===== config.mk =====
export PLATFORM = sky130hd
export DESIGN_NAME = tx_sender
export DESIGN_NICKNAME = d
export VERILOG_FILES = /design/src/common/msa_pkg.sv /design/src/common/chnl_pkg.sv /design/src/tx_sender.sv
export SDC_FILE = /design/constraint.sdc
export NUM_CORES = 1
export LEC_CHECK = 0
export ABC_AREA = 1
export BUFFER_PORTS_ARGS = -buffer_cell sky130_fd_sc_hd__buf_2
export CAP_MARGIN = 20
export CORE_ASPECT_RATIO = 0.8
export CORE_UTILIZATION = 30
export CTS_BUF_LIST = sky130_fd_sc_hd__clkbuf_4
export DETAILED_ROUTE_END_ITERATION = 12
export GPL_TIMING_DRIVEN = 0
export PLACE_DENSITY = 0.64
export SLEW_MARGIN = 20
export SYNTH_ARGS = -nofsm -noshare
export SYNTH_HDL_FRONTEND = slang
export SYNTH_SLANG_ARGS = --single-unit

===== constraint.sdc =====
create_clock -name CLK -period 4.8 [get_ports CLK]
set_input_delay 0 -clock CLK [delete_from_list [all_inputs] [get_ports CLK]]
set_output_delay 0 -clock CLK [all_outputs]
set_load 0.005 [all_outputs]

===== src/common/msa_pkg.sv =====
package msa_pkg;

	// ============================================================
	// sizes
	// ============================================================

	// 26 amino acid codes fit in 5 bits
	localparam int ACID_W = 5;
	localparam int SEQ_LEN_W = 9;
	// pair buffer depth, one acid pair per word
	localparam int BUF_ADDR_W = 9;
	localparam int MAX_PAIRS = 1024;
	// score memory address
	localparam int PAIR_IDX_W = 10;
	// pair count, one bit wider so MAX_PAIRS fits
	localparam int PAIR_CNT_W = PAIR_IDX_W + 1;
	localparam int SCORE_W = 16;

	// ============================================================
	// word fields
	// ============================================================

	// header word
	localparam int HDR_PAIRS_MSB = 17;
	localparam int HDR_PAIRS_LSB = 0;
	// length word
	localparam int LEN1_MSB = 30;
	localparam int LEN1_LSB = 22;
	localparam int LEN2_MSB = 20;
	localparam int LEN2_LSB = 12;
	// acid word
	localparam int ACID1_MSB = 10;
	localparam int ACID1_LSB = 6;
	localparam int ACID2_MSB = 4;
	localparam int ACID2_LSB = 0;

	// one buffer word
	typedef struct packed {
		logic [ACID_W-1:0] seq1;
		logic [ACID_W-1:0] seq2;
	} acid_pair_t;

	typedef struct packed {
		logic [SEQ_LEN_W-1:0] seq1_len;
		logic [SEQ_LEN_W-1:0] seq2_len;
	} seq_lengths_t;

	// start pulses once per receive transaction
	typedef struct packed {
		logic start;
		logic [PAIR_CNT_W-1:0] num_pairs;
	} run_info_t;

	typedef struct packed {
		logic we;
		logic [PAIR_IDX_W-1:0] idx;
		logic [SCORE_W-1:0] score;
	} score_wr_t;

	typedef enum logic [1:0] {
		SC_IDLE,
		SC_READ,
		SC_WRITE
	} scorer_state_e;

endpackage


===== src/common/chnl_pkg.sv =====
package chnl_pkg;

	// ============================================================
	// channel widths
	// ============================================================

	// one channel word
	localparam int DATA_W = 32;
	// transaction length in words
	localparam int LEN_W = 32;
	// offset in words, never used by this design
	localparam int OFF_W = 31;

	// ============================================================
	// channel bundles
	// ============================================================

	// receive side, every field driven by the host
	typedef struct packed {
		logic rx;
		logic last;
		logic [LEN_W-1:0] len;
		logic [OFF_W-1:0] off;
		logic [DATA_W-1:0] data;
		logic data_valid;
	} chnl_rx_t;

	// transmit side, every field driven by the design
	typedef struct packed {
		logic tx;
		logic last;
		logic [LEN_W-1:0] len;
		logic [OFF_W-1:0] off;
		logic [DATA_W-1:0] data;
		logic data_valid;
	} chnl_tx_t;

	// receive parser
	typedef enum logic [2:0] {
		LD_IDLE,
		LD_HEADER,
		LD_LENGTH,
		LD_ACIDS,
		LD_DONE
	} loader_state_e;

	// score streamer
	typedef enum logic [1:0] {
		TX_IDLE,
		TX_FETCH,
		TX_SEND
	} sender_state_e;

endpackage

===== src/tx_sender.sv =====
`timescale 1ns/100ps

module tx_sender (
	input  logic CLK,
	input  logic RST,
	input  msa_pkg::run_info_t run_i,
	input  msa_pkg::score_wr_t score_wr_i,
	output logic [msa_pkg::PAIR_IDX_W-1:0] score_rd_addr_o,
	input  logic [msa_pkg::SCORE_W-1:0] score_rd_data_i,
	output chnl_pkg::chnl_tx_t chnl_tx_o,
	input  logic chnl_tx_data_ren_i
);

	chnl_pkg::sender_state_e state_q;
	logic [msa_pkg::PAIR_CNT_W-1:0] num_pairs_q;
	logic [msa_pkg::PAIR_CNT_W-1:0] fin_cnt_q;
	logic [msa_pkg::PAIR_IDX_W-1:0] addr_q;
	logic armed_q;
	logic tx_fire;
	logic last_word;

	assign tx_fire = (state_q == chnl_pkg::TX_SEND) && chnl_tx_data_ren_i;
	assign last_word = ({1'b0, addr_q} + 1'b1 == num_pairs_q);

	always_ff @(posedge CLK or posedge RST) begin
		if (RST) begin
			state_q <= chnl_pkg::TX_IDLE;
			num_pairs_q <= '0;
			fin_cnt_q <= '0;
			addr_q <= '0;
			armed_q <= 1'b0;
		end else begin
			case (state_q)
				chnl_pkg::TX_IDLE: begin
					// all scores of this run are in memory
					if (armed_q && fin_cnt_q == num_pairs_q) begin
						armed_q <= 1'b0;
						addr_q <= '0;
						state_q <= chnl_pkg::TX_FETCH;
					end
				end
				chnl_pkg::TX_FETCH: begin
					state_q <= chnl_pkg::TX_SEND;
				end
				chnl_pkg::TX_SEND: begin
					// address held, so data stays put while ren is low
					if (tx_fire) begin
						if (last_word) begin
							state_q <= chnl_pkg::TX_IDLE;
						end else begin
							addr_q <= addr_q + 1'b1;
							state_q <= chnl_pkg::TX_FETCH;
						end
					end
				end
				default: begin
					state_q <= chnl_pkg::TX_IDLE;
				end
			endcase
			// count finished scores
			if (run_i.start) begin
				fin_cnt_q <= '0;
				num_pairs_q <= run_i.num_pairs;
				armed_q <= 1'b1;
			end else if (score_wr_i.we) begin
				fin_cnt_q <= fin_cnt_q + 1'b1;
			end
		end
	end

	assign score_rd_addr_o = addr_q;

	// single transaction, always last, no offset
	always_comb begin
		chnl_tx_o = '0;
		chnl_tx_o.tx = (state_q != chnl_pkg::TX_IDLE);
		chnl_tx_o.last = 1'b1;
		chnl_tx_o.len[msa_pkg::PAIR_CNT_W-1:0] = num_pairs_q;
		chnl_tx_o.data[msa_pkg::SCORE_W-1:0] = score_rd_data_i;
		chnl_tx_o.data_valid = (state_q == chnl_pkg::TX_SEND);
	end

endmodule


After elaboration in Yosys (flattened, before gate mapping)
Index checks and enable logic that the tools add are counted.

word-level totals
  output and inout bits = 108
  register bits after elaboration = 35
  logic and storage cells = 39
  ROM bits = 0
  bits in latches = 0
  memories kept = 0
  RAM bits = 0

cells by class
  divide/modulo/power cells = 0
  bitwise logic cells = 0
  add/sub/neg operators = 3
  $mul = 0
  equal/unequal tests = 7
  multiplexer cells = 13
  order comparisons = 0
  shift-type cells = 0
  reduce and logical (&&, ||, !) cells = 11

operators by type and width
  operator               count
  $mux 10                3
  $eq 11x11->1           2
  $mux 11                2
  $pmux 10 s2            1
  $add 10x1->11 const B  1
  $add 11x1->11 const B  1
  $add 10x1->10 const B  1
  $reduce_bool 2->1      5
  $pmux 2 s3             1
  $mux 1                 4
  $mux 2                 2
  $ne 2x2->1 const B     2
  $reduce_and 2->1       2
  $reduce_and 4->1       1
  $eq 2x1->1 const B     1
  $eq 2x2->1 const B     1
  $logic_and 1x1->1      2
  $logic_not 2->1        1
  $ne 2x1->1 const B     1

Depth between registers and ports, before layout
  depth after elaboration = 5
  depth in mapped cells = 14
  mapped depth without buffers = 13

Worst setup path before layout
OpenSTA, ideal clock, no wires.

  kind = reg-to-reg
  from = reg addr_q, in the netlist score_rd_addr_o[0]
  to = reg addr_q, in the netlist score_rd_addr_o[6]
  slack = 3.094 ns
  arrival time = 1.589 ns
  stages on the path, launching flop included = 12
  clock period less this slack = 1.706 ns
  library setup time = 0.117 ns
  cells stage by stage = dfrtp_1 ha_1 nand2_1 nor2_2 nand3_1 nand3_1 nand2_1 nor2_1 nand4_1 buf_4 nand3_1 nand2_1

on the way
  longest elaborated chain between the ends = 4
  elaborated cells between the ends (all ways) = 8
  those cells by class = add/sub: 2; eq/ne: 2; mux: 3; reduce/logical: 1

RTL lines
  element                                                                  line                              source
  start: declaration                                                       tx_sender.sv:17                   logic [msa_pkg::PAIR_IDX_W-1:0] addr_q;
  start signal: assignment                                                 tx_sender.sv:51                   addr_q <= addr_q + 1'b1;
  $add 10x1->11 / $add 10x1->10 (equally long branches)                    tx_sender.sv:23, tx_sender.sv:51
  $eq 11x11->1 / $mux 10 (equally long branches)                           tx_sender.sv:23, tx_sender.sv:48
  $ne 2x2->1 (no source line) / $mux 10 (equally long branches)            -
  $reduce_and 4->1 (no source line) / $pmux 10 s2 (equally long branches)  -

Several ways; a longest one is shown, not always the timed one. The select of a mux whose other input is x is not followed.
A chain may end at the register's enable or synchronous reset.

Final worst setup path
  from = reg addr_q, in the netlist score_rd_addr_o[0]
  to = reg addr_q, in the netlist score_rd_addr_o[3]

The elaborated chain is that of the path after synthesis.

==> flow_metrics.tcl <==
set metrics [dict create \
    finalNetCount 600 \
    ys_seq_area_share_pct 31.8 \
    setup-tns-final_ns 0 \
    ff2ff_setup_slack_ns 2.68 \
    mostFrequentLayoutCells "nand2_1 (101), buf_4 (86), conb_1 (69)" \
    post_synth.cell_area_avg_um2 6.97 \
    post_cts_resize_count 0 \
    slowest_stage "dfrtp_1" \
    final_period_utilization_pct 44.1 \
    tritoncts.num_buffers 5 \
    finish.cell_count_without_fillers 653 \
    largest_net_degree_at_the_start_of_global_routing 36 \
    max_slew_margin_pct 41.7 \
    clock_transition_time_at_the_flip_flop_clock_pins_of_the_worst_setup_and_hold_paths_ns 0.11 \
    gp_routability_congestion 0.873 \
    worst_setup_path_end_kind "register" \
    grt_setup_unrepaired "false" \
    critical_path.cell_chain "ha_1 -> nand2_1 -> nor2_2 -> nand3_1 -> nand3_1 -> nand2_1 -> nor2_1 -> nand4_1 -> nand2_1 -> buf_6 -> nand2_1 -> nand2_1" \
    groute.usage.overall_pct 13.9 \
    startpoint_type "register" \
    max_stage_delay_ns 0.50 \
    post_synthesis_compound_gate_area_fraction_pct 6.37 \
    critPathTopFamily "simple AND/OR/NAND/NOR gates" \
    drt-pass1-iter-count 4 \
    post_drt_wl_per_cell_um 10.3 \
    avgViaCountPerCell 3.97 \
    root_buffer "clkbuf_4" \
    crit_arrival_ns 2.39 \
    commonest_non_fill_non_tap_cell_in_the_layout "nand2_1" \
    worstPathBufferInverterCount 1 \
    worst-slew-pin-transition_ns 0.866 \
    fp-row-count 30 \
    min_period_ns 2.12 \
    htree_levels 2 \
    tritoncts_clock_tree "built" \
    floorplan.die_area_mm2 0.00956 \
    syn2layout_area_growth_pct 32.2 \
    grt_pass1_vias 2131 \
    initialDrtViolationCount 106 \
    detail_route.wirelength_um 6700 \
    leading_post_synthesis_cells_by_cell_area "dfrtp_1 (32%), buf_4 (23%), nand2_1 (14%), nand3_1 (6.5%), inv_1 (5.3%)" \
    timing.final.hold_violations 0 \
    dominant_combinational_cell_family_by_area_after_synthesis "buffers and inverters" \
    cellLeakagePower_nw 2.05 \
    power_frac_clock_pct 23.4 \
    post_synth_fa_ha_maj_area_fraction_pct 0.910 \
    antenna_found_initial 0 \
    power.share.sequential_pct 47.3 \
    wire_length_of_the_first_global_routing_pass_um 10200 \
    antenna_cells_inserted 0 \
    critical_path_start_end_classification "reg -> reg" \
    power.switching_mw 0.231 \
    io_pins 166 \
    switching_share_pct 32.8 \
    critPathRequiredTime_ns 5.08 \
    route.vias.total 2595 \
    power.ir.vdd_worst_v 0.0000897 \
    worstHoldPathType "in -> reg" \
    synth.area.mux_share_pct 0 \
    floorplan.initialDensity_pct 31.7 \
    floorplan.die.height_um 87.7 \
    max_cap_violations 0 \
    route.detailed.drc 0 \
    latest_clock_arrival_within_the_worst_skew_pair_ns 0.34 \
    post-synth-top-area-cell "dfrtp_1" \
    post_cts_hold_buffer_count 17 \
    globalRouteOverflowTotal 0 \
    synth_area_in_xor_xnor_pct 1.91 \
    routed_antenna_nets 0 \
    crit_path_frequent_cell "nand2_1" \
    yosysTopAreaCellShare_pct 31.8 \
    fin_skew_ns 0.00756 \
    p_int_mw 0.474 \
    comb_power_share_pct 29.3 \
    longest_clk_path_bufs 2 \
    chip_width_um 109 \
    number_of_cells_after_detailed_placement 628 \
    post_syn_area_mm2 0.00275 \
    power-per-cell-area_mw_per_mm2 194 \
    synth.lib_cells_used.distinct 23 \
    port-buffer-count 54 \
    cts_post_setup_buffers_inserted 0 \
    estimated_wirelength_of_the_detail_placed_design_um 5400 \
    final-max-slew-violation-count 0 \
    n_fill_cell 914 \
    synthesis.instances 395 \
    outcome "completed" \
    synth_simple_gate_area_share_pct 28.6 \
    core-area_mm2 0.00867 \
    max_freq_mhz 473 \
    path_max_fanout 10 \
    numClockSinks 35 \
    yosys_register_bits 35 \
    ys.warnings.count 0 \
    hold_ws_ns 0.0556 \
    fraction_of_layout_cells_with_a_size_suffix_above_1_pct 29.2 \
    finalSetupViolations 0 \
]
kinds of logic after synthesis:
logic type	count (synthesis)
AOI/OAI and AO/OA	35
DFF	35
buffers and inverters	132
other	2
adders and majority gates	2
and+or+nand+nor	183
xor gates and xnor gates	6
flip-flops by register name (all words and copies together) (netlist names):
| register | count |
|---|---|
| fin_cnt_q | 11 |
| state_q | 2 |
| num_pairs_q | 11 |
| armed_q | 1 |
| score_rd_addr_o | 10 |
power by group through the flow:
stage | sequential, mW | combinational [mW] | clock, mW
after CTS | 0.333 | 0.206 | 0.168
after global routing | 0.336 | 0.236 | 0.183
after detailed placement | 0.339 | 0.193 | 0
after floorplan | 0.334 | 0.137 | 0
final | 0.333 | 0.207 | 0.165
after global placement | 0.339 | 0.191 | 0
path summary, 6_finish.rpt:
check / depth (start not counted) / endpoint / startpoint
max: 12 / score_rd_addr_o[3]$_DFFE_PP0P_ / score_rd_addr_o[0]$_DFFE_PP0P_
min: 4 / fin_cnt_q[9]$_DFFE_PP0P_ / run_i[11]
max reg2reg: 12 / score_rd_addr_o[3]$_DFFE_PP0P_ / score_rd_addr_o[0]$_DFFE_PP0P_
min reg2reg: 1 / fin_cnt_q[10]$_DFFE_PP0P_ / fin_cnt_q[10]$_DFFE_PP0P_
max in group asynchronous: 3 / fin_cnt_q[8]$_DFFE_PP0P_ / RST
min in group asynchronous: 3 / fin_cnt_q[0]$_DFFE_PP0P_ / RST
Yosys cell counts, drive strengths merged:
cell type  instances
nand2            103
buf               88
inv               39
nand3             37
dfrtp             35
nor2              33
o21ai             22
a21oi             13
clkbuf             5
nand4              5
nor3               4
xor2               4
conb               2
ha                 2
xnor2              2
nor4               1
worst min-delay path: stages:
cell and delay [ns]:
buf_2 0.13, inv_1 0.10, o21ai_0 0.09, a21oi_1 0.04
stage by stage:
stage          area (um2)  worst slack (ns)  util [%]  power (mW)
6_report             3640              2.68      41.9       0.705
5_1_grt              3640              2.41      41.9       0.755
4_1_cts              3640              2.67      41.9       0.707
3_5_place_dp         3410              2.71      39.4       0.531
3_3_place_gp         3410              2.71      39.4       0.530
2_1_floorplan        3000              3.09         -       0.471
final cells by class:
| class | instances | area, um2 | area share [%] |
|---|---|---|---|
| Clock inverter | 2 | 7.51 | 0.206 |
| Buffer | 93 | 681 | 18.7 |
| Timing Repair Buffer | 71 | 440 | 12.1 |
| Sequential cell | 35 | 876 | 24.1 |
| Clock buffer | 6 | 45.0 | 1.24 |
| Tap cell | 112 | 140 | 3.85 |
| Inverter | 39 | 146 | 4.03 |
| Multi-Input combinational cell | 295 | 1300 | 35.8 |
routing by layer:
metal / share of wire [%] / GRT usage (%)
met2: 43 / 20.1
met5: 0 / 0
met4: 0.72 / 3.07
met1: 48 / 21.0
met3: 7.7 / 2.90
No activity file was read; power rests on OpenSTA's default activity.
