**src/common/msa_pkg.sv**
```systemverilog
package msa_pkg;

	// ============================================================
	// sizes
	// ============================================================

	// 26 amino acid codes fit in 5 bits
	localparam int ACID_W = 5;
	localparam int SEQ_LEN_W = 9;
	// pair buffer depth, one acid pair per word
	localparam int BUF_ADDR_W = 9;
	localparam int MAX_PAIRS = 1024;
	// score memory address
	localparam int PAIR_IDX_W = 10;
	// pair count, one bit wider so MAX_PAIRS fits
	localparam int PAIR_CNT_W = PAIR_IDX_W + 1;
	localparam int SCORE_W = 16;

	// ============================================================
	// word fields
	// ============================================================

	// header word
	localparam int HDR_PAIRS_MSB = 17;
	localparam int HDR_PAIRS_LSB = 0;
	// length word
	localparam int LEN1_MSB = 30;
	localparam int LEN1_LSB = 22;
	localparam int LEN2_MSB = 20;
	localparam int LEN2_LSB = 12;
	// acid word
	localparam int ACID1_MSB = 10;
	localparam int ACID1_LSB = 6;
	localparam int ACID2_MSB = 4;
	localparam int ACID2_LSB = 0;

	// one buffer word
	typedef struct packed {
		logic [ACID_W-1:0] seq1;
		logic [ACID_W-1:0] seq2;
	} acid_pair_t;

	typedef struct packed {
		logic [SEQ_LEN_W-1:0] seq1_len;
		logic [SEQ_LEN_W-1:0] seq2_len;
	} seq_lengths_t;

	// start pulses once per receive transaction
	typedef struct packed {
		logic start;
		logic [PAIR_CNT_W-1:0] num_pairs;
	} run_info_t;

	typedef struct packed {
		logic we;
		logic [PAIR_IDX_W-1:0] idx;
		logic [SCORE_W-1:0] score;
	} score_wr_t;

	typedef enum logic [1:0] {
		SC_IDLE,
		SC_READ,
		SC_WRITE
	} scorer_state_e;

endpackage

```
**src/pair_scorer/pair_scorer.sv**
```systemverilog
`timescale 1ns/100ps

module pair_scorer (
	input  logic CLK,
	input  logic RST,
	input  msa_pkg::run_info_t run_i,
	input  logic [1:0] bank_full_i,
	input  msa_pkg::seq_lengths_t [1:0] bank_lengths_i,
	output logic [msa_pkg::BUF_ADDR_W-1:0] buf_rd_addr_o,
	input  msa_pkg::acid_pair_t [1:0] buf_rd_data_i,
	output logic [1:0] bank_release_o,
	output msa_pkg::score_wr_t score_wr_o
);

	msa_pkg::scorer_state_e state_q;
	logic rbank_q;
	logic [msa_pkg::PAIR_IDX_W-1:0] pair_idx_q;
	logic [msa_pkg::SEQ_LEN_W-1:0] rd_cnt_q;
	logic [msa_pkg::SEQ_LEN_W-1:0] rd_idx_q;
	logic [msa_pkg::SEQ_LEN_W-1:0] max_len_q;
	logic [msa_pkg::SEQ_LEN_W-1:0] min_len_q;
	logic [msa_pkg::SEQ_LEN_W-1:0] max_len;
	logic [msa_pkg::SEQ_LEN_W-1:0] min_len;
	logic rd_vld_q;
	logic [msa_pkg::SCORE_W-1:0] match_q;
	msa_pkg::seq_lengths_t len_sel;
	msa_pkg::acid_pair_t pair_sel;
	logic start_pair;
	logic hit;
	logic wr_fire;

	// current bank only
	assign len_sel = bank_lengths_i[rbank_q];
	assign pair_sel = buf_rd_data_i[rbank_q];
	assign max_len = (len_sel.seq1_len > len_sel.seq2_len) ? len_sel.seq1_len : len_sel.seq2_len;
	assign min_len = (len_sel.seq1_len > len_sel.seq2_len) ? len_sel.seq2_len : len_sel.seq1_len;
	assign start_pair = (state_q == msa_pkg::SC_IDLE) && bank_full_i[rbank_q];

	// ============================================================
	// compare stage, one cycle behind the read
	// ============================================================

	// tail past the shorter sequence is read but never counted
	assign hit = rd_vld_q && (rd_idx_q < min_len_q) && (pair_sel.seq1 == pair_sel.seq2);
	// write waits until the last compare has landed in match_q
	assign wr_fire = (state_q == msa_pkg::SC_WRITE) && !rd_vld_q;

	always_ff @(posedge CLK or posedge RST) begin
		if (RST) begin
			state_q <= msa_pkg::SC_IDLE;
			rbank_q <= 1'b0;
			pair_idx_q <= '0;
			rd_cnt_q <= '0;
			rd_vld_q <= 1'b0;
			match_q <= '0;
		end else begin
			rd_vld_q <= (state_q == msa_pkg::SC_READ);
			if (hit) begin
				match_q <= match_q + 1'b1;
			end
			case (state_q)
				msa_pkg::SC_IDLE: begin
					if (start_pair) begin
						rd_cnt_q <= '0;
						match_q <= '0;
						// empty pair skips straight to the score write
						state_q <= (max_len == '0) ? msa_pkg::SC_WRITE : msa_pkg::SC_READ;
					end
				end
				msa_pkg::SC_READ: begin
					rd_cnt_q <= rd_cnt_q + 1'b1;
					if (rd_cnt_q == max_len_q - 1'b1) begin
						state_q <= msa_pkg::SC_WRITE;
					end
				end
				msa_pkg::SC_WRITE: begin
					if (wr_fire) begin
						rbank_q <= ~rbank_q;
						pair_idx_q <= pair_idx_q + 1'b1;
						state_q <= msa_pkg::SC_IDLE;
					end
				end
				default: begin
					state_q <= msa_pkg::SC_IDLE;
				end
			endcase
			// new run scores from index 0
			if (run_i.start) begin
				pair_idx_q <= '0;
			end
		end
	end

	// pair lengths and index pipe
	always_ff @(posedge CLK) begin
		rd_idx_q <= rd_cnt_q;
		if (start_pair) begin
			max_len_q <= max_len;
			min_len_q <= min_len;
		end
	end

	assign buf_rd_addr_o = rd_cnt_q;
	assign bank_release_o = wr_fire ? (rbank_q ? 2'b10 : 2'b01) : 2'b00;
	assign score_wr_o.we = wr_fire;
	assign score_wr_o.idx = pair_idx_q;
	assign score_wr_o.score = match_q;

endmodule

```
**config.mk**
```make
export PLATFORM = sky130hd
export DESIGN_NAME = pair_scorer
export DESIGN_NICKNAME = d
export VERILOG_FILES = /design/src/common/msa_pkg.sv /design/src/pair_scorer/pair_scorer.sv
export SDC_FILE = /design/constraint.sdc
export NUM_CORES = 1
export LEC_CHECK = 0
export ABC_CLOCK_PERIOD_IN_PS = 4500
export BUFFER_PORTS_ARGS = -buffer_cell sky130_fd_sc_hd__buf_2
export CORE_MARGIN = 1
export CORE_UTILIZATION = 50
export DETAILED_ROUTE_END_ITERATION = 10
export GPL_TIMING_DRIVEN = 1
export HOLD_SLACK_MARGIN = 0.12
export PLACE_DENSITY = 0.81
export SYNTH_ARGS = -nofsm -noshare
export SYNTH_HDL_FRONTEND = slang
export SYNTH_SLANG_ARGS = --single-unit
```
**constraint.sdc**
```tcl
create_clock -name CLK -period 4.5 [get_ports CLK]
set_clock_uncertainty 0.2 [all_clocks]
set_input_delay 0.9 -clock CLK [delete_from_list [all_inputs] [get_ports CLK]]
set_output_delay 0.9 -clock CLK [all_outputs]
set_load 0.01 [all_outputs]
```
Yosys cells after proc, flatten, opt, wreduce, memory -nomap -nowiden --
Index checks and enable logic that the tools add are counted.
Word-level totals: register bits after elaboration 66, bits of input ports 72
Operators by class: $add $sub $neg 4, $lt $le $gt $ge 3, eq/ne operators 7, multiplexer cells 23, bitwise operators 1, reduce and logical (&&, ||, !) cells 14
Operator list (number):
- 10-bit 2-to-1 mux | 5
- 16-bit 2-to-1 mux | 3
- 18-bit 2-to-1 mux | 2
- 9-bit 2-to-1 mux | 3
- 9-bit case mux with 2 select lines | 1
- 16-bit by 1-bit adder with 16-bit output, second input constant | 1
- 2-bit 2-to-1 mux | 6
- 10-bit by 1-bit adder with 10-bit output, second input constant | 1
- 9-bit by 1-bit adder with 9-bit output, second input constant | 1
- 9-bit == test | 1
- 9-bit greater-than comparator | 1
- 9-bit logical NOT | 1
- 9-bit < comparator | 1
- 9-bit by 1-bit subtractor with 9-bit output, second input constant | 1
- 2-bit case mux with 3 select lines | 1
- 2-bit AND reduction | 3
- 2-bit nonzero test | 3
- 5-bit == test | 1
- 1-bit logical AND | 4
- 2-bit != test, second input constant | 2
- 3-bit AND reduction | 1
- 2-bit by 1-bit == test with 1-bit output, second input constant | 1
- 2-bit == test, second input constant | 1
- 2-bit logical NOT | 1
- other kinds (5) | 6

Logic depth before layout (Yosys ltp) --
Gate-level depths: netlist of the first run.
depth in word-level cells 8, mapped depth 12, gate-level depth less buffers 9

Least setup slack after synthesis of the first run --
OpenSTA, ideal clock, no wires.
kind reg-to-reg, from reg rbank_q, to reg max_len_q[4] (netlist name) (data pin), arrival 2844 ps, slack 1187 ps, cell stages (with the launch flop) 13, path buffers 4, period minus slack after synthesis 3313 ps, cell sequence dfrtp_1 > buf_4 > buf_2 > buf_2 > mux2i_1 > inv_1 > ha_1 > nand4_1 > a211oi_1 > a2111oi_4 > nor2_2 > buf_6 > mux2i_1
Between the ends: cells in the longest elaborated chain, start to end 4
Ends and longest elaborated chain:
- from (decl) | RTL line pair_scorer.sv:16 | logic rbank_q;
- from (signal assigned) | RTL line pair_scorer.sv:78 | rbank_q <= ~rbank_q;
- 18-bit 2-to-1 mux (not written as such) (*) (2 in series) | RTL line pair_scorer.sv:33 | assign len_sel = bank_lengths_i[rbank_q];
- 9-bit greater-than comparator | RTL line pair_scorer.sv:35 | assign max_len = (len_sel.seq1_len > len_sel.seq2_len) ? len_sel.seq1_len : len_sel.seq2_len;
- 9-bit 2-to-1 mux (*) | RTL line pair_scorer.sv:35
- net max_len, one bit | RTL line pair_scorer.sv:22 | logic [msa_pkg::SEQ_LEN_W-1:0] max_len;
- to (signal assigned) | RTL line pair_scorer.sv:98 | max_len_q <= max_len;
- to (decl) | RTL line pair_scorer.sv:20 | logic [msa_pkg::SEQ_LEN_W-1:0] max_len_q;
The timed path passes the listed nets; every way through them passes the cells marked *. The select of a mux whose other input is x is not followed. A chain may end at the register's enable or synchronous reset.

Worst setup path after layout of the first run --
from reg rbank_q, to reg max_len_q[7] (netlist name) (data pin)
The elaborated chain is that of the path after synthesis.

==> flow_metrics.tcl, run 1 <==
set metrics [dict create \
    power_mw 1.74 \
    synth_top_family_by_area "simple AND/OR/NAND/NOR gates" \
    cts-root-buf "clkbuf_8" \
    synthFlopType "dfrtp_1" \
    ys_warn_count 0 \
    cts_buffer_depth 2 \
    drt_iter0_drc 121 \
    status "completed" \
    finalNetCount 595 \
    grt_pass1_wl_um 15000 \
    power_density_nw_per_um2 365 \
    rows 32 \
    ir_drop_uv 155 \
    synth_area_per_cell_um2 9.90 \
    core_area_um2 7730 \
    hold_path.class "reg -> reg" \
    multiInputGateArea_um2 2120 \
    fin_crit_ns 3.85 \
    fp.dieW_um 91.4 \
    synth_edf_count 18 \
    grt.overflow.total 0 \
    cts_hold_buffers 0 \
    mostFrequentLayoutCell "buf_2" \
    maxCapViolations 0 \
    max_freq_mhz 260 \
    cp_top_family "flip-flops" \
    totalWireLength_um 8980 \
    post_cts_resize_count 0 \
    dp_hpwl_um 6590 \
    start_kind "register" \
    min_period_over_period 0.855 \
    synth_area_um2 4000 \
    syn_nets 497 \
    cp_slowest_stage_delay_ns 0.98 \
    yosysTopAreaCell "dfrtp_1" \
    grt_pass1_vias 3360 \
    synthTopCellsByArea "dfrtp_1 (24%), edfxtp_1 (14%), mux2i_1 (9.3%), ha_1 (6.6%), dfxtp_1 (4.5%)" \
    dr.pass1.iters 4 \
    seq_area_um2 1700 \
    ys_types 51 \
    clock_latency_ns 0.34 \
    async_flop_share 0.591 \
    die_area_um2 8360 \
    setup_ws_ns 0.651 \
    setup_violations 0 \
    antenna_found_initial 0 \
    grt.total_usage 0.224 \
    synth-compound-area-share 0.120 \
    die_h_um 91.4 \
    worst-path-buf-inv 3 \
    final_cell_mix "buf_2 (98), dfrtp_1 (39), mux2i_1 (37)" \
    nFillCells 639 \
    p_leak_nw 2.25 \
    synthMuxAreaShare 0.0926 \
    synth_adder_area_share 0.0657 \
    htreeDepth 3 \
    ant_nets 0 \
    rsz0062_at_grt "no" \
    wire_per_inst_um 14.8 \
    synth_xor_xnor_area_share 0.0635 \
    syn_to_final_growth_pct 19.0 \
    cts_buffers 9 \
    finalSetupTns_ns 0 \
    cts_setup_buffers 0 \
    synth-simple-area-share 0.187 \
    diodes 0 \
    crit_type "reg -> reg" \
    vias 3451 \
    grt_max_degree 43 \
    post-place-ws_ns 0.676 \
    slew_headroom 0.297 \
    seq_area_frac_synth 0.424 \
    slowest_stage "dfrtp_1" \
    via_per_inst 5.67 \
    clkTransAtPathRegs_ns 0.07 \
    syn_inst 404 \
    drc 0 \
    yosys.area.top_type_share 0.244 \
    layout-drive-gt1-share 0.243 \
    worst_hold_slack_ns 0.295 \
    place_inst 593 \
    hold_violations 0 \
    cp.required_ns 4.37 \
    crit_arrival_ns 3.72 \
    stdcell_count 609 \
    crit_chain "buf_4 -> mux2i_1 -> inv_1 -> ha_1 -> a21oi_1 -> nor2_1 -> a2111oi_4 -> nor2_2 -> buf_4 -> mux2i_1" \
    place_congestion 0.857 \
    portBuffers 98 \
    cts_tree "yes" \
    start_util 0.518 \
    cp_max_fo 20 \
    worst_slew_pin_slew_ns 1.05 \
    cts.sinks 66 \
    crit_path_end_kind "register" \
    drv_slew 0 \
    io_pins 110 \
    synth_seq_cells 66 \
]
==> final cells by class <==
cell class                 instances  area share
multi-input combinational        295       0.446
sequential                        66       0.356
timing repair buffer             102       0.109
clock buffer                      13      0.0313
tap                              102      0.0268
inverter                          28      0.0221
clock inverter                     3     0.00815
==> stage by stage <==
stage          utilization  area [um^2]
2_1_floorplan            -         4000
3_3_place_gp         0.592         4570
3_5_place_dp         0.592         4570
4_1_cts              0.616         4760
5_1_grt              0.616         4760
6_report             0.616         4760
==> power breakdown <==
group | total, mW | switching, mW | internal (mW)
registers | 0.810 | 0.103 | 0.707
clock network | 0.489 | 0.220 | 0.269
logic | 0.441 | 0.243 | 0.198
total | 1.74 | 0.566 | 1.17
==> logic make-up after synthesis <==
family | count (synthesis)
DFF | 66
buffers and inverters | 43
and+or+nand+nor | 135
muxes | 37
adders and majority gates | 21
AOI/OAI and AO/OA | 73
xor gates and xnor gates | 29
==> layer usage <==
layer | part of all wire | track usage
met3 | 0.042 | 0.0318
met2 | 0.50 | 0.395
met5 | 0 | 0
met4 | 0.038 | 0.128
met1 | 0.42 | 0.259
==> synth_stat cells, drive strengths merged (2+ instances only) <==
| cell type | n |
|---|---|
| xor2 | 12 |
| edfxtp | 18 |
| ha | 21 |
| buf | 9 |
| or3 | 7 |
| mux2i | 37 |
| a21o | 6 |
| clkbuf | 6 |
| or4 | 13 |
| nand3 | 17 |
| nand3b | 3 |
| nor3b | 2 |
| and4 | 2 |
| or2 | 2 |
| dfxtp | 9 |
| dfrtp | 39 |
| nor4 | 5 |
| nand4 | 15 |
| nand2b | 6 |
| nand2 | 22 |
| nor2 | 23 |
| inv | 28 |
| and2 | 4 |
| xnor2 | 17 |
| nor3 | 5 |
| o21ai | 11 |
| a21oi | 31 |
| and3 | 5 |
| o31ai | 14 |
==> final timing paths <==
check / startpoint / end / slack, ns / cells past startpoint
min: buf_rd_addr_o[8] / rd_idx_q[8] / 0.30 / 0
min in group asynchronous: RST / pair_idx_q[7] / 0.46 / 3
max in group asynchronous: RST / buf_rd_addr_o[6] / 3.29 / 3
max: rbank_q / max_len_q[7] / 0.65 / 10
max reg2reg: rbank_q / max_len_q[7] / 0.65 / 10
min reg2reg: buf_rd_addr_o[8] / rd_idx_q[8] / 0.30 / 0
==> state kept, by name, indices dropped and copies added, names as in the netlist <==
register,flops
match_q,16
pair_idx_q,10
buf_rd_addr_o,9
max_len_q,9
min_len_q,9
rd_idx_q,9
state_q,2
rbank_q,1
rd_vld_q,1
Note: power is estimated with default switching activity, not from simulation.
==> run 2, diff against run 1 <==
Settings changed: MAX_ROUTING_LAYER set to met4.
==> run 2 against run 1 <==
- clock-buffer cell count decreased by 3
- die area unchanged
- clock power decreased by 16%
- sequential power about the same
- critical endpoint is now min_len_q[4]
- largest cell class unchanged
==> flow_metrics.tcl, run 2 (synthesized netlist as in run 1, its figures left out) <==
set metrics [dict create \
    crit_path_end_kind "register" \
    p_leak_nw 2.23 \
    hold_start "buf_rd_addr_o[8]" \
    drt_iter0_drc 194 \
    post_cts_resize_count 0 \
    totalWireLength_um 8780 \
    cp_top_family "flip-flops" \
    start_util 0.518 \
    core_area_um2 7730 \
    post-place-ws_ns 0.592 \
    grt_max_degree 43 \
    htreeDepth 3 \
    crit_type "reg -> reg" \
    worst_slew_pin_slew_ns 1.09 \
    drv_slew 0 \
    fin_crit_ns 3.94 \
    wire_per_inst_um 14.4 \
    mostFrequentLayoutCell "buf_2" \
    cts-root-buf "clkbuf_8" \
    io_pins 110 \
    regMostFlops "match_q" \
    cts_buffers 9 \
    ant_nets 0 \
    max_freq_mhz 254 \
    cp_max_fo 20 \
    cts.sinks 66 \
    diodes 0 \
    rows 32 \
    clock_latency_ns 0.33 \
    die_area_um2 8360 \
    clkTransAtPathRegs_ns 0.07 \
    dp_hpwl_um 6580 \
    maxCapViolations 0 \
    antenna_found_initial 0 \
    setup_ws_ns 0.561 \
    grt_pass1_vias 3330 \
    cts_tree "yes" \
    crit_chain "buf_4 -> mux2i_1 -> inv_1 -> ha_1 -> nand4_1 -> a211oi_1 -> a2111oi_4 -> nor2_2 -> buf_4 -> mux2i_1" \
    status "completed" \
    drc 0 \
    cp.required_ns 4.47 \
    hold_violations 0 \
    finalSetupTns_ns 0 \
    min_period_over_period 0.875 \
    cts_buffer_depth 2 \
    critPathLaunch "rbank_q" \
    layout-drive-gt1-share 0.245 \
    vias 3432 \
    dr.pass1.iters 4 \
    place_congestion 0.882 \
    ir_drop_uv 134 \
    finalNetCount 595 \
    final_cell_mix "buf_2 (98), dfrtp_1 (39), mux2i_1 (37)" \
    fp.dieW_um 91.4 \
    grt_pass1_wl_um 14900 \
    syn_to_final_growth_pct 18.4 \
    hold_path.class "reg -> reg" \
    cp_slowest_stage_delay_ns 0.98 \
    worst-path-buf-inv 3 \
    reg_top3 "match_q x16, pair_idx_q x10" \
    cts_hold_buffers 0 \
    grt.overflow.total 0 \
    die_h_um 91.4 \
    via_per_inst 5.64 \
    slew_headroom 0.274 \
    largest_register_ffs 16 \
    rsz0062_at_grt "no" \
    crit_arrival_ns 3.90 \
    slowest_stage "dfrtp_1" \
    grt.total_usage 0.228 \
    setup_violations 0 \
    cts_setup_buffers 0 \
    place_inst 593 \
    start_kind "register" \
    power_density_nw_per_um2 349 \
    r2r-start "rbank_q" \
    stdcell_count 609 \
    portBuffers 98 \
]
[run 2: report_power, final]
part,switching [mW],internal (mW)
logic,0.238,0.195
registers,0.100,0.707
clock network,0.218,0.195
[run 2: final timing paths]
kind	cells past startpoint	slack, ns	endpoint
worst max-delay path	10	0.56	min_len_q[4]
worst min-delay path	0	0.30	rd_idx_q[8]
worst max register to register	10	0.56	min_len_q[4]
worst min register to register	0	0.30	rd_idx_q[8]
max in group asynchronous	3	3.28	buf_rd_addr_o[0]
min in group asynchronous	3	0.47	pair_idx_q[8]
[run 2: layout make-up]
type / count / area (um^2)
clock buffer: 10 / 128
tap: 102 / 128
multi-input combinational: 295 / 2120
fill: 655 / 2990
sequential: 66 / 1700
clock inverter: 6 / 35.0
inverter: 28 / 105
timing repair buffer: 102 / 520
[run 2: through the flow]
stage | utilization | total power, mW | hold slack (ns) | instance area, um^2
floorplan | - | 1.09 | 0.227 | 4000
global placement | 0.592 | 1.23 | 0.285 | 4570
detailed placement | 0.592 | 1.25 | 0.287 | 4570
CTS | 0.613 | 1.66 | 0.303 | 4730
global route | 0.613 | 1.75 | 0.313 | 4730
finish | 0.613 | 1.65 | 0.296 | 4730
[run 2: metal layers]
layer / track usage / part of all wire / vias to the layer above
met4: 0.0992 / 0.013 / 0
met3: 0.0260 / 0.035 / 10
li1: - / - / 1682
met5: - / 0 / -
met1: 0.267 / 0.42 / 1650
met2: 0.396 / 0.53 / 90
==> run 3, diff against run 2 <==
Settings changed: PLACE_DENSITY 0.81 to 0.77.
==> run 3 against run 2 <==
- critical path depth down 1
- sequential cell count stayed put
- cell count rose by 0.33%
- register-to-register slack better by 0.22 ns
- final area is 1.2% higher
- combinational power increased by 2%
- largest cell class unchanged
- critical path type unchanged
- non-clock buffer count rose by 2
- via count is 1.2% higher
- highest routed layer unchanged
==> flow_metrics.tcl, run 3 (synthesized netlist as in run 1, its figures left out) <==
set metrics [dict create \
    status "completed" \
    cts_buffer_depth 2 \
    min_period_over_period 0.826 \
    p_leak_nw 2.27 \
    place_inst 595 \
    totalWireLength_um 9140 \
    r2r-start "rbank_q" \
    mostFrequentLayoutCell "buf_2" \
    clkTransAtPathRegs_ns 0.07 \
    syn_to_final_growth_pct 19.7 \
    path_depth 9 \
    setup_violations 0 \
    final_cell_mix "buf_2 (98), dfrtp_1 (39), mux2i_1 (37)" \
    regMostFlops "match_q" \
    drc 0 \
    crit_type "reg -> reg" \
    grt.total_usage 0.241 \
    vias 3474 \
    htreeDepth 3 \
    fp.dieW_um 91.4 \
    drv_slew 0 \
    largest_register_ffs 16 \
    drt_iter0_drc 224 \
    grt_max_degree 43 \
    portBuffers 98 \
    diodes 0 \
    hold_violations 0 \
    maxCapViolations 0 \
    core_area_um2 7730 \
    stdcell_count 611 \
    post_cts_resize_count 0 \
    critPathLaunch "rbank_q" \
    cp.required_ns 4.36 \
    crit_chain "buf_4 -> mux2i_1 -> ha_1 -> nand4_1 -> a211oi_1 -> a2111oi_4 -> nor2_2 -> buf_4 -> mux2i_1" \
    power_mw 1.75 \
    crit_arrival_ns 3.57 \
    clock_latency_ns 0.34 \
    wire_per_inst_um 15.0 \
    die_area_um2 8360 \
    ir_drop_uv 181 \
    layout-drive-gt1-share 0.250 \
    final_cell_area_um2 4790 \
    setup_ws_ns 0.783 \
    cts-root-buf "clkbuf_8" \
    cp_top_family "flip-flops" \
    io_pins 110 \
    worst_slew_pin_slew_ns 1.04 \
    finalNetCount 597 \
    cts_tree "yes" \
    crit_path_end_kind "register" \
    post-place-ws_ns 0.830 \
    worst-path-buf-inv 2 \
    worstSetupEndpoint "max_len_q[5]" \
    grt.overflow.total 0 \
    antenna_found_initial 0 \
    start_kind "register" \
    start_util 0.518 \
    slew_headroom 0.304 \
    cp_max_fo 18 \
    cts_buffers 9 \
    worstRegToRegCells 9 \
    ant_nets 0 \
    dp_hpwl_um 6760 \
    rows 32 \
    r2r_setup_slack_ns 0.78 \
    cts_setup_buffers 0 \
    die_h_um 91.4 \
    place_area_um2 4590 \
    slowest_stage "dfrtp_1" \
    cp_slowest_stage_delay_ns 0.84 \
    dr.pass1.iters 4 \
    max_freq_mhz 269 \
    grt_pass1_wl_um 15400 \
    via_per_inst 5.69 \
    reg_top3 "match_q x16, pair_idx_q x10" \
    r2r_end "max_len_q[5]" \
    place_congestion 0.934 \
    cts_hold_buffers 0 \
    grt_pass1_vias 3355 \
    fin_crit_ns 3.72 \
    cts.sinks 66 \
    finalSetupTns_ns 0 \
    hold_path.class "reg -> reg" \
    power_density_nw_per_um2 365 \
    rsz0062_at_grt "no" \
]
## run 3: layer usage
metal | GRT usage | wire length, um
met1 | 0.272 | 3860
met2 | 0.417 | 4640
met3 | 0.0335 | 404
met4 | 0.120 | 235
met5 | - | 0
## run 3: area by class of cell
cell class	count	area [um^2]
clock buffers	15	198
clock inverters	1	5.00
fillers	660	2940
inverters	28	105
multi-input cells	295	2120
flip-flops and latches	66	1700
well taps	102	128
repair buffers	104	536
## run 3: where the power goes
group	leakage [nW]	switching [mW]	internal (mW)	total, mW
Sequential	0.760	0.0998	0.706	0.806
Combinational	1.40	0.244	0.198	0.442
Clock	0.105	0.220	0.279	0.499
Total	2.27	0.564	1.18	1.75
## run 3: how the worst min path moves through the flow
stage	slack (ns)	to	start	depth (start not counted)
finish	0.26	rd_idx_q[8]	buf_rd_addr_o[8]	0
global route	0.28	rd_idx_q[8]	buf_rd_addr_o[8]	0
CTS	0.26	rd_idx_q[8]	buf_rd_addr_o[8]	0
detailed placement	0.24	rd_idx_q[8]	buf_rd_addr_o[8]	0
global placement	0.25	rd_idx_q[8]	buf_rd_addr_o[8]	0
floorplan	0.23	rd_idx_q[3]	buf_rd_addr_o[3]	0
## run 3: through the flow
step	utilization	hold slack [ns]
2_1_floorplan	-	0.227
3_3_place_gp	0.594	0.247
3_5_place_dp	0.594	0.244
4_1_cts	0.620	0.261
5_1_grt	0.620	0.277
6_report	0.620	0.258
